--- src/rtl/stuff_params.svh ---
`ifndef STUFF_PARAMS_SVH
`define STUFF_PARAMS_SVH

`define STUFF_LANE_DEPTH 4   // entries per byte lane
`define STUFF_OUT_DEPTH  16  // escaped words waiting for the host
`define STUFF_OUT_ROOM   6   // max output fill that still takes a data write
`define STUFF_ADR_W      3   // word address bits
`define STUFF_CNT_W      16  // segment byte counters

`endif

--- src/rtl/stuff_pkg.sv ---
package stuff_pkg;

    // one byte in a lane FIFO, flag precomputed at write
    typedef struct packed {
        logic       ff;     // byte is 0xff
        logic [7:0] data;
    } lane_byte_t;

    // escaped word as queued for the host
    typedef struct packed {
        logic [31:0] data;  // msb aligned
        logic [1:0]  bytes; // 0 means 4
    } out_word_t;

    // 2-bit byte count to number of bytes
    function automatic logic [2:0] byte_count(input logic [1:0] bytes);
        return (bytes == 2'd0) ? 3'd4 : {1'b0, bytes};
    endfunction

endpackage

--- src/rtl/wb_pkg.sv ---
`include "stuff_params.svh"

package wb_pkg;

    typedef enum logic [`STUFF_ADR_W-1:0] {
        REG_DATA      = 0, // wr pushes input word, rd pops escaped word
        REG_BYTES     = 1, // byte count for following data writes
        REG_FLUSH     = 2,
        REG_STATUS    = 3, // {flush_done, head bytes, nempty}
        REG_IN_TOTAL  = 4,
        REG_OUT_TOTAL = 5
    } reg_addr_e;

    typedef enum logic [1:0] {
        ST_IDLE,
        ST_WAIT_ROOM,      // data write held off, no room downstream
        ST_ACK
    } ctrl_state_e;

endpackage

--- src/rtl/stream_if.sv ---
`timescale 1ns/100ps

interface stream_if;
    logic [31:0] data;   // msb aligned
    logic [1:0]  bytes;  // 0 means 4
    logic        valid;
    logic        flush;  // end of segment

    modport src (
        output data, bytes, valid, flush
    );

    modport snk (
        input data, bytes, valid, flush
    );

    // passive tap, e.g. statistics
    modport mon (
        input data, bytes, valid, flush
    );
endinterface

--- src/rtl/stream_fifo.sv ---
`timescale 1ns/100ps

module stream_fifo #(
    parameter type T     = logic [7:0],
    parameter int  DEPTH = 4
) (
    input  logic                   xclk,
    input  logic                   rst,
    input  logic                   wr,
    input  T                       wdata,
    input  logic                   rd,
    output T                       rdata,
    output logic                   nempty,
    output logic [$clog2(DEPTH):0] level
);
    localparam int PTR_W = $clog2(DEPTH);

    T                 mem [DEPTH];
    logic [PTR_W-1:0] wr_ptr;
    logic [PTR_W-1:0] rd_ptr;

    always_ff @(posedge xclk) begin
        if (wr) begin
            mem[wr_ptr] <= wdata;
        end
    end

    always_ff @(posedge xclk) begin
        if (rst) begin
            wr_ptr <= '0;
            rd_ptr <= '0;
            level  <= '0;
        end else begin
            if (wr) begin
                wr_ptr <= wr_ptr + 1'b1; // depth is a power of two
            end
            if (rd) begin
                rd_ptr <= rd_ptr + 1'b1;
            end
            case ({wr, rd})
                2'b10:   level <= level + 1'b1;
                2'b01:   level <= level - 1'b1;
                default: level <= level;
            endcase
        end
    end

    assign rdata  = mem[rd_ptr]; // head visible without a read
    assign nempty = (level != '0);

    // the callers' flow control must keep these away
    a_no_overflow: assert property (@(posedge xclk) disable iff (rst)
        wr |-> (int'(level) < DEPTH));
    a_no_underflow: assert property (@(posedge xclk) disable iff (rst)
        rd |-> nempty);

endmodule

--- src/rtl/ff_escape.sv ---
`timescale 1ns/100ps
`include "stuff_params.svh"

module ff_escape import stuff_pkg::*; (
    input  logic  xclk,
    input  logic  rst,
    stream_if.snk in_s,
    stream_if.src out_s,
    output logic  in_ready
);
    localparam int LVL_W = $clog2(`STUFF_LANE_DEPTH) + 1;

    lane_byte_t       lane_wdata [4];
    lane_byte_t       lane_rdata [4];
    logic [3:0]       lane_wr;
    logic [3:0]       lane_rd;
    logic [3:0]       lane_nempty;
    logic [LVL_W-1:0] lane_level [4];

    logic [1:0]  wr_ptr;      // next input byte goes to lane 3 - wr_ptr
    logic [1:0]  rd_ptr;      // next output byte comes from lane 3 - rd_ptr
    logic        cry_ff;      // zero still owed for a 0xff that ended last word
    logic        flush_pend;
    logic [1:0]  flush_dly;

    lane_byte_t  byte_b [4];  // lanes rotated so [3] is the next byte
    logic [3:0]  ne_b;

    logic [31:0] word_w;
    logic [2:0]  filled_w;    // output positions that got a byte or a zero
    logic [2:0]  taken_w;     // lane bytes consumed
    logic [2:0]  zeros_w;     // zeros inserted
    logic        cry_w;
    logic [3:0]  rd_mask_w;
    logic        rdy_w;
    logic        flush_last;
    logic        emit;

    // rotate input bytes onto the lanes, continuing where the last word stopped
    always_comb begin : wr_lanes
        logic [1:0] j;
        for (int l = 0; l < 4; l++) begin
            j = 2'(3 - l) - wr_ptr;  // input byte index, 0 is msb
            lane_wdata[l].data = in_s.data[8*(3-j) +: 8];
            lane_wdata[l].ff   = &in_s.data[8*(3-j) +: 8];
            lane_wr[l]         = in_s.valid && ({1'b0, j} < byte_count(in_s.bytes));
        end
    end

    for (genvar i = 0; i < 4; i++) begin : g_lane
        stream_fifo #(
            .T     (lane_byte_t),
            .DEPTH (`STUFF_LANE_DEPTH)
        ) u_lane (
            .xclk   (xclk),
            .rst    (rst),
            .wr     (lane_wr[i]),
            .wdata  (lane_wdata[i]),
            .rd     (lane_rd[i]),
            .rdata  (lane_rdata[i]),
            .nempty (lane_nempty[i]),
            .level  (lane_level[i])
        );
    end

    // need two free entries in every lane
    always_comb begin
        in_ready = 1'b1;
        for (int l = 0; l < 4; l++) begin
            if (lane_level[l] > LVL_W'(`STUFF_LANE_DEPTH - 2)) begin
                in_ready = 1'b0;
            end
        end
    end

    always_comb begin
        for (int k = 0; k < 4; k++) begin
            byte_b[k] = lane_rdata[2'(k) - rd_ptr];
            ne_b[k]   = lane_nempty[2'(k) - rd_ptr];
        end
    end

    // fill output positions msb first, each from the next lane byte or a zero
    always_comb begin : sel_bytes
        logic       z;
        logic [1:0] b;
        z         = cry_ff;
        taken_w   = '0;
        filled_w  = '0;
        zeros_w   = '0;
        word_w    = '0;
        rd_mask_w = '0;
        for (int k = 3; k >= 0; k--) begin
            b = 2'(3'd3 - taken_w);
            if (z) begin
                z        = 1'b0;       // escape zero
                zeros_w  = zeros_w + 3'd1;
                filled_w = filled_w + 3'd1;
            end else if (ne_b[b]) begin
                word_w[8*k +: 8]     = byte_b[b].data;
                z                    = byte_b[b].ff;
                rd_mask_w[b - rd_ptr] = 1'b1;
                taken_w              = taken_w + 3'd1;
                filled_w             = filled_w + 3'd1;
            end
        end
        cry_w = z;                     // only set when the word is full
    end

    assign rdy_w      = (filled_w == 3'd4);
    assign flush_last = flush_pend && !rdy_w;
    assign emit       = rdy_w || (flush_last && (cry_ff || (|lane_nempty)));
    assign lane_rd    = emit ? rd_mask_w : 4'b0000;

    always_ff @(posedge xclk) begin
        if (rst) begin
            wr_ptr      <= '0;
            rd_ptr      <= '0;
            cry_ff      <= 1'b0;
            flush_pend  <= 1'b0;
            flush_dly   <= '0;
            out_s.valid <= 1'b0;
            out_s.flush <= 1'b0;
        end else begin
            if (in_s.valid) begin
                wr_ptr <= wr_ptr + in_s.bytes; // count mod 4
            end
            if (emit) begin
                rd_ptr <= rd_ptr + 2'(taken_w);
                cry_ff <= cry_w;
            end
            if (in_s.flush) begin
                flush_pend <= 1'b1;
            end else if (flush_last) begin
                flush_pend <= 1'b0;
            end
            flush_dly   <= {flush_dly[0], flush_last};
            out_s.valid <= emit;
            out_s.flush <= flush_dly[1];  // two cycles behind the last word
        end
    end

    always_ff @(posedge xclk) begin
        if (emit) begin
            out_s.data  <= word_w;
            out_s.bytes <= filled_w[1:0];
        end
    end

    // a full word uses 4 - zeros lane bytes
    a_ptr_zeros: assert property (@(posedge xclk) disable iff (rst)
        (emit && rdy_w) |=> (rd_ptr == $past(rd_ptr) - $past(2'(zeros_w))));
    a_no_valid_in_rst: assert property (@(posedge xclk)
        rst |=> !out_s.valid);

endmodule

--- src/rtl/stuff_byte_counter.sv ---
`timescale 1ns/100ps
`include "stuff_params.svh"

module stuff_byte_counter import stuff_pkg::*; (
    input  logic                    xclk,
    input  logic                    rst,
    stream_if.mon                   in_s,
    stream_if.mon                   out_s,
    output logic [`STUFF_CNT_W-1:0] in_total,
    output logic [`STUFF_CNT_W-1:0] out_total
);
    localparam int CNT_W = `STUFF_CNT_W;

    logic [CNT_W-1:0] in_sum;
    logic [CNT_W-1:0] out_sum;
    logic [CNT_W-1:0] in_add;
    logic [CNT_W-1:0] out_add;

    assign in_add  = in_s.valid  ? CNT_W'(byte_count(in_s.bytes))  : '0;
    assign out_add = out_s.valid ? CNT_W'(byte_count(out_s.bytes)) : '0;

    always_ff @(posedge xclk) begin
        if (rst) begin
            in_sum    <= '0;
            out_sum   <= '0;
            in_total  <= '0;
            out_total <= '0;
        end else if (out_s.flush) begin
            in_total  <= in_sum;       // segment closed
            out_total <= out_sum;
            in_sum    <= in_add;       // next segment may already start
            out_sum   <= out_add;
        end else begin
            in_sum  <= in_sum + in_add;
            out_sum <= out_sum + out_add;
        end
    end

endmodule

--- src/rtl/wb_stuff_ctrl.sv ---
`timescale 1ns/100ps
`include "stuff_params.svh"

module wb_stuff_ctrl import stuff_pkg::*, wb_pkg::*; (
    input  logic                    xclk,
    input  logic                    rst,
    input  logic                    wb_cyc,
    input  logic                    wb_stb,
    input  logic                    wb_we,
    input  logic [`STUFF_ADR_W-1:0] wb_adr,
    input  logic [31:0]             wb_wdata,
    output logic [31:0]             wb_rdata,
    output logic                    wb_ack,
    stream_if.src                   in_s,
    stream_if.snk                   out_s,
    input  logic                    in_ready,
    input  logic [`STUFF_CNT_W-1:0] in_total,
    input  logic [`STUFF_CNT_W-1:0] out_total
);
    localparam int LVL_W = $clog2(`STUFF_OUT_DEPTH) + 1;

    ctrl_state_e      state;
    reg_addr_e        adr;
    logic             req;
    logic             room;
    logic             data_wr;
    logic             data_rd;
    logic             flush_wr;
    logic [1:0]       bytes_reg;   // 0 means 4
    logic             flush_done;
    out_word_t        push_word;
    out_word_t        head;
    logic             out_nempty;
    logic [LVL_W-1:0] out_level;

    assign adr  = reg_addr_e'(wb_adr);
    assign req  = wb_cyc && wb_stb;
    // worst case drain of all lanes must still fit the output FIFO
    assign room = in_ready && (out_level <= LVL_W'(`STUFF_OUT_ROOM));

    always_ff @(posedge xclk) begin
        if (rst) begin
            state <= ST_IDLE;
        end else begin
            case (state)
                ST_IDLE: begin
                    if (req) begin
                        state <= (wb_we && (adr == REG_DATA) && !room) ?
                                 ST_WAIT_ROOM : ST_ACK;
                    end
                end
                ST_WAIT_ROOM: begin
                    if (!req) begin
                        state <= ST_IDLE;   // master gave up
                    end else if (room) begin
                        state <= ST_ACK;
                    end
                end
                default: state <= ST_IDLE;  // ack lasts one cycle
            endcase
        end
    end

    assign wb_ack   = (state == ST_ACK);
    assign data_wr  = wb_ack && wb_we && (adr == REG_DATA);
    assign data_rd  = wb_ack && !wb_we && (adr == REG_DATA) && out_nempty;
    assign flush_wr = wb_ack && wb_we && (adr == REG_FLUSH);

    assign in_s.data  = wb_wdata;
    assign in_s.bytes = bytes_reg;
    assign in_s.valid = data_wr;
    assign in_s.flush = flush_wr;

    always_ff @(posedge xclk) begin
        if (rst) begin
            bytes_reg  <= 2'd0;
            flush_done <= 1'b0;
        end else begin
            if (wb_ack && wb_we && (adr == REG_BYTES)) begin
                bytes_reg <= wb_wdata[1:0];
            end
            if (flush_wr) begin
                flush_done <= 1'b0;
            end else if (out_s.flush) begin
                flush_done <= 1'b1;
            end
        end
    end

    assign push_word = '{data: out_s.data, bytes: out_s.bytes};

    stream_fifo #(
        .T     (out_word_t),
        .DEPTH (`STUFF_OUT_DEPTH)
    ) u_out_fifo (
        .xclk   (xclk),
        .rst    (rst),
        .wr     (out_s.valid),
        .wdata  (push_word),
        .rd     (data_rd),
        .rdata  (head),
        .nempty (out_nempty),
        .level  (out_level)
    );

    always_comb begin
        case (adr)
            REG_DATA:      wb_rdata = out_nempty ? head.data : 32'd0;
            REG_BYTES:     wb_rdata = {30'd0, bytes_reg};
            REG_STATUS:    wb_rdata = {28'd0, flush_done,
                                       (out_nempty ? head.bytes : 2'd0), out_nempty};
            REG_IN_TOTAL:  wb_rdata = 32'(in_total);
            REG_OUT_TOTAL: wb_rdata = 32'(out_total);
            default:       wb_rdata = 32'd0;
        endcase
    end

    // master holds cyc and stb until it sees ack
    a_ack_in_cycle: assert property (@(posedge xclk) disable iff (rst)
        wb_ack |-> (wb_cyc && wb_stb));

endmodule

--- src/rtl/stuff_top.sv ---
`timescale 1ns/100ps
`include "stuff_params.svh"

module stuff_top (
    input  logic                    xclk,
    input  logic                    rst,
    input  logic                    wb_cyc,
    input  logic                    wb_stb,
    input  logic                    wb_we,
    input  logic [`STUFF_ADR_W-1:0] wb_adr,
    input  logic [31:0]             wb_wdata,
    output logic [31:0]             wb_rdata,
    output logic                    wb_ack
);
    logic                    in_ready;
    logic [`STUFF_CNT_W-1:0] in_total;
    logic [`STUFF_CNT_W-1:0] out_total;

    stream_if in_s ();   // host words into the escaper
    stream_if out_s ();  // escaped words back to the host side

    wb_stuff_ctrl u_ctrl (
        .xclk      (xclk),
        .rst       (rst),
        .wb_cyc    (wb_cyc),
        .wb_stb    (wb_stb),
        .wb_we     (wb_we),
        .wb_adr    (wb_adr),
        .wb_wdata  (wb_wdata),
        .wb_rdata  (wb_rdata),
        .wb_ack    (wb_ack),
        .in_s      (in_s),
        .out_s     (out_s),
        .in_ready  (in_ready),
        .in_total  (in_total),
        .out_total (out_total)
    );

    ff_escape u_escape (
        .xclk     (xclk),
        .rst      (rst),
        .in_s     (in_s),
        .out_s    (out_s),
        .in_ready (in_ready)
    );

    stuff_byte_counter u_counter (
        .xclk      (xclk),
        .rst       (rst),
        .in_s      (in_s),
        .out_s     (out_s),
        .in_total  (in_total),
        .out_total (out_total)
    );

endmodule

--- config.mk ---
export PLATFORM = sky130hd
export DESIGN_NAME = stuff_top
export DESIGN_NICKNAME = d
export VERILOG_FILES = /design/src/rtl/stuff_pkg.sv /design/src/rtl/wb_pkg.sv /design/src/rtl/stream_if.sv /design/src/rtl/stream_fifo.sv /design/src/rtl/ff_escape.sv /design/src/rtl/stuff_byte_counter.sv /design/src/rtl/wb_stuff_ctrl.sv /design/src/rtl/stuff_top.sv
export VERILOG_INCLUDE_DIRS = /design/src /design/src/rtl
export SDC_FILE = /design/constraint.sdc
export NUM_CORES = 1
export LEC_CHECK = 0
export ABC_AREA = 0
export BUFFER_PORTS_ARGS = -buffer_cell sky130_fd_sc_hd__clkbuf_2
export CAP_MARGIN = 20
export CORE_ASPECT_RATIO = 0.8
export CORE_MARGIN = 2
export CORE_UTILIZATION = 25
export DETAILED_ROUTE_END_ITERATION = 8
export PLACE_DENSITY = 0.51
export SYNTH_ARGS = -nofsm -noshare
export SYNTH_HDL_FRONTEND = slang
export SYNTH_SLANG_ARGS = --single-unit
--- constraint.sdc ---
create_clock -name xclk -period 9.5 [get_ports xclk]
set_input_delay 1.9 -clock xclk [delete_from_list [all_inputs] [get_ports xclk]]
set_output_delay 1.9 -clock xclk [all_outputs]
set_load 0.01 [all_outputs]
==> out/metrics.yaml <==
floorplanning:
  die_w_um: 431
  row_count: 125
  fp.dieH_um: 346
  coreArea_um2: 145000
  fp.dieArea_um2: 149000
  initial_core_util_pct: 25.2
  pin_count: 73
worst_setup_path:
  critPathKind: "flip-flop to output pin"
  arrival_ns: 3.97
  worstPathRequired_ns: 7.60
  crit_fanout: 38
  cp_common_cell: "mux4_2"
  critPathSlowestCell: "dfxtp_4"
  critPathBufInv: 2
  crit_family: "multiplexers"
  slowest_delay_ns: 0.87
  path_cells: "buf_4 > mux4_2 > mux4_2 > a222oi_1 > o21ai_0 > clkbuf_2"
  cp-end-kind: "output pin"
  start_kind: "flip-flop"
layout:
  fill_cells: 14278
  drive_gt1_share_pct: 23.2
  largest_reg_flops: 544
  diodes: 0
  multi_input_area_um2: 11300
  layout.nets: 2328
  regArea_um2: 24300
  area_growth_pct: 14.7
  instances_no_fill: 4209
  stdcell_area_um2: 41800
  top_regs: "u_ctrl.u_out_fifo.mem (544), u_escape.g_lane.u_lane.mem (144), u_escape.out_s.data (32)"
  top_register: "u_ctrl.u_out_fifo.mem"
timing:
  tightest_slew_ns: 1.09
  period_minus_slack_ns: 5.87
  maxSlewHeadroom_pct: 27.5
  rsz0062_at_grt: "no"
  fmax_mhz: 170
  holdWs_ns: 0.437
  setup_ws_ns: 3.63
  final.setup.tns_ns: 0
  setup_viol: 0
  hold_viol: 0
  drv_slew: 0
  clock_skew_ns: 0.0526
  fin_crit_sh_pct: 61.8
yosys:
  yosys.area_share.xor_xnor_pct: 1.22
  yosys.area.top_type: "edfxtp_1"
  yosys.area.top_type_share_pct: 59.4
  synthMuxAreaShare_pct: 17.8
  ys_seq_elements: 854
  synth.distinct_cells: 79
  synth_ff_type: "edfxtp_1"
  yosys_warnings: 0
  syn_inst: 2157
  yosys.cell_count.top_type: "edfxtp_1"
  syn_nets: 2255
  ys_top_cells_by_count: "edfxtp_1 (722), mux4_2 (235), nor2_1 (190)"
  yosysSeqAreaShare_pct: 66.7
  async_flop_share_pct: 0
  synth-simple-area-share_pct: 6.13
  synth_area_um2: 36500
  synth_top_family_by_area: "multiplexers"
  synthAdderAreaFrac_pct: 2.13
  synth_area_leaders: "edfxtp_1 (59%), mux4_2 (15%), dfxtp_1 (7.2%), mux2i_1 (2.1%), nor2_1 (2.0%)"
  synth_compound_area_share_pct: 3.74
  synth_edf_count: 722
  avgSynthCellArea_um2: 16.9
grt:
  grt_pass1_vias: 19153
  antenna_found_initial: 4
  grt_pass1_wl_um: 134000
  grt-ovfl-total: 0
  grt_max_degree: 71
  grt_use_total_pct: 12.0
placed_design:
  post-place-ws_ns: 3.72
  gp_congestion: 0.817
  dp.cells: 4046
  port_buffers: 72
  dpl_cell_area_um2: 38900
  place.detailed.hpwl_um: 53900
clocking:
  hold_buffers: 0
  clkSinkCount: 854
  clkSlewWorstSetupHoldPaths_ns: 0.06
  cts_buffers: 87
  cts_tree: "done"
  clockBufferDepth: 3
  post_cts_buffers: 0
  clockRootBuffer: "clkbuf_16"
  clk_latency_ns: 0.69
  cts_max_level: 3
  cts_resized: 0
route:
  drcViolationCount: 0
  vias: 19334
  via_per_inst: 4.59
  wl_per_cell_um: 21.6
  dr.pass1.iters: 5
  drt_wl_total_um: 90900
  drt_iter0_drc: 1723
  ant_nets: 0
run:
  cap_viol_max_count: 0
power:
  ir_drop_mv: 0.121
  power_per_cell_area_nw_per_um2: 181
  leakagePower_nw: 13.0
hold_path:
  hold_class: "flip-flop to flip-flop"
run_status:
  status: "completed"
## where the power goes
| group | leakage (nW) | internal, mW | switching (mW) | total (mW) |
|---|---|---|---|---|
| logic | 4.10 | 0.0223 | 0.0470 | 0.0693 |
| clock network | 1.40 | 1.97 | 1.52 | 3.50 |
| registers | 7.49 | 4.01 | 0.000847 | 4.01 |
## kinds of logic after synthesis
logic type / Yosys count
DFF: 854
xor gates and xnor gates: 51
buffers and inverters: 186
muxes: 335
adders and majority gates: 58
and+or+nand+nor: 468
AOI/OAI and AO/OA: 205
## stage by stage
stage,power (mW),utilization (%)
floorplan,4.13,-
CTS,7.67,28.9
global route,7.83,28.9
finish,7.58,28.9
global placement,4.16,26.8
detailed placement,4.16,26.8
## cell usage in the layout, fill, tap and decap left out, drive strengths merged, types with 6 or more instances in the layout
cell type	instances
xor2	29
nand4	13
nor2	190
and3	27
dfxtp	132
clkbuf	169
and2	37
edfxtp	722
a211oi	14
inv	78
mux2i	75
bufinv	9
or3	24
ha	51
mux2	15
nor3b	6
clkinvlp	9
nor3	22
buf	26
nand2	98
nand3	11
xnor2	22
a22oi	15
fa	7
clkinv	42
o21a	10
mux4	245
a31oi	9
a21oi	54
o21ai	54
nor2b	15
## final cells by class
class / instances / area share [%]
sequential: 854 / 58.2
multi-input combinational: 1117 / 27.1
tap: 1905 / 5.70
clock buffer: 98 / 5.35
clock inverter: 65 / 1.66
timing repair buffer: 97 / 1.35
inverter: 73 / 0.655
## worst paths after layout
check             slack, ns  cells after the start                             start                                         endpoint
setup / recovery       3.63                      6                         flip-flop                                      wb_rdata[2]
hold / removal         0.44                      1  u_escape.flush_dly[0]$_SDFF_PP0_                 u_escape.flush_dly[1]$_SDFF_PP0_
setup reg to reg       3.70                     19   u_escape.rd_ptr[0]$_SDFFE_PP0N_  u_escape.g_lane[1].u_lane.level[2]$_SDFFE_PP0P_
hold reg to reg        0.44                      1  u_escape.flush_dly[0]$_SDFF_PP0_                 u_escape.flush_dly[1]$_SDFF_PP0_
## metal layers
layer / part of all wire [%] / GRT usage [%] / up-vias / routed length [µm]
met5: 0 / 0 / - / 0
met4: 1.7 / 2.53 / 0 / 1510
met3: 4.4 / 1.99 / 98 / 4040
met2: 46 / 18.6 / 427 / 41500
met1: 48 / 17.7 / 10182 / 43800
li1: - / - / 8627 / -
Note: power is estimated with default switching activity, not from simulation.
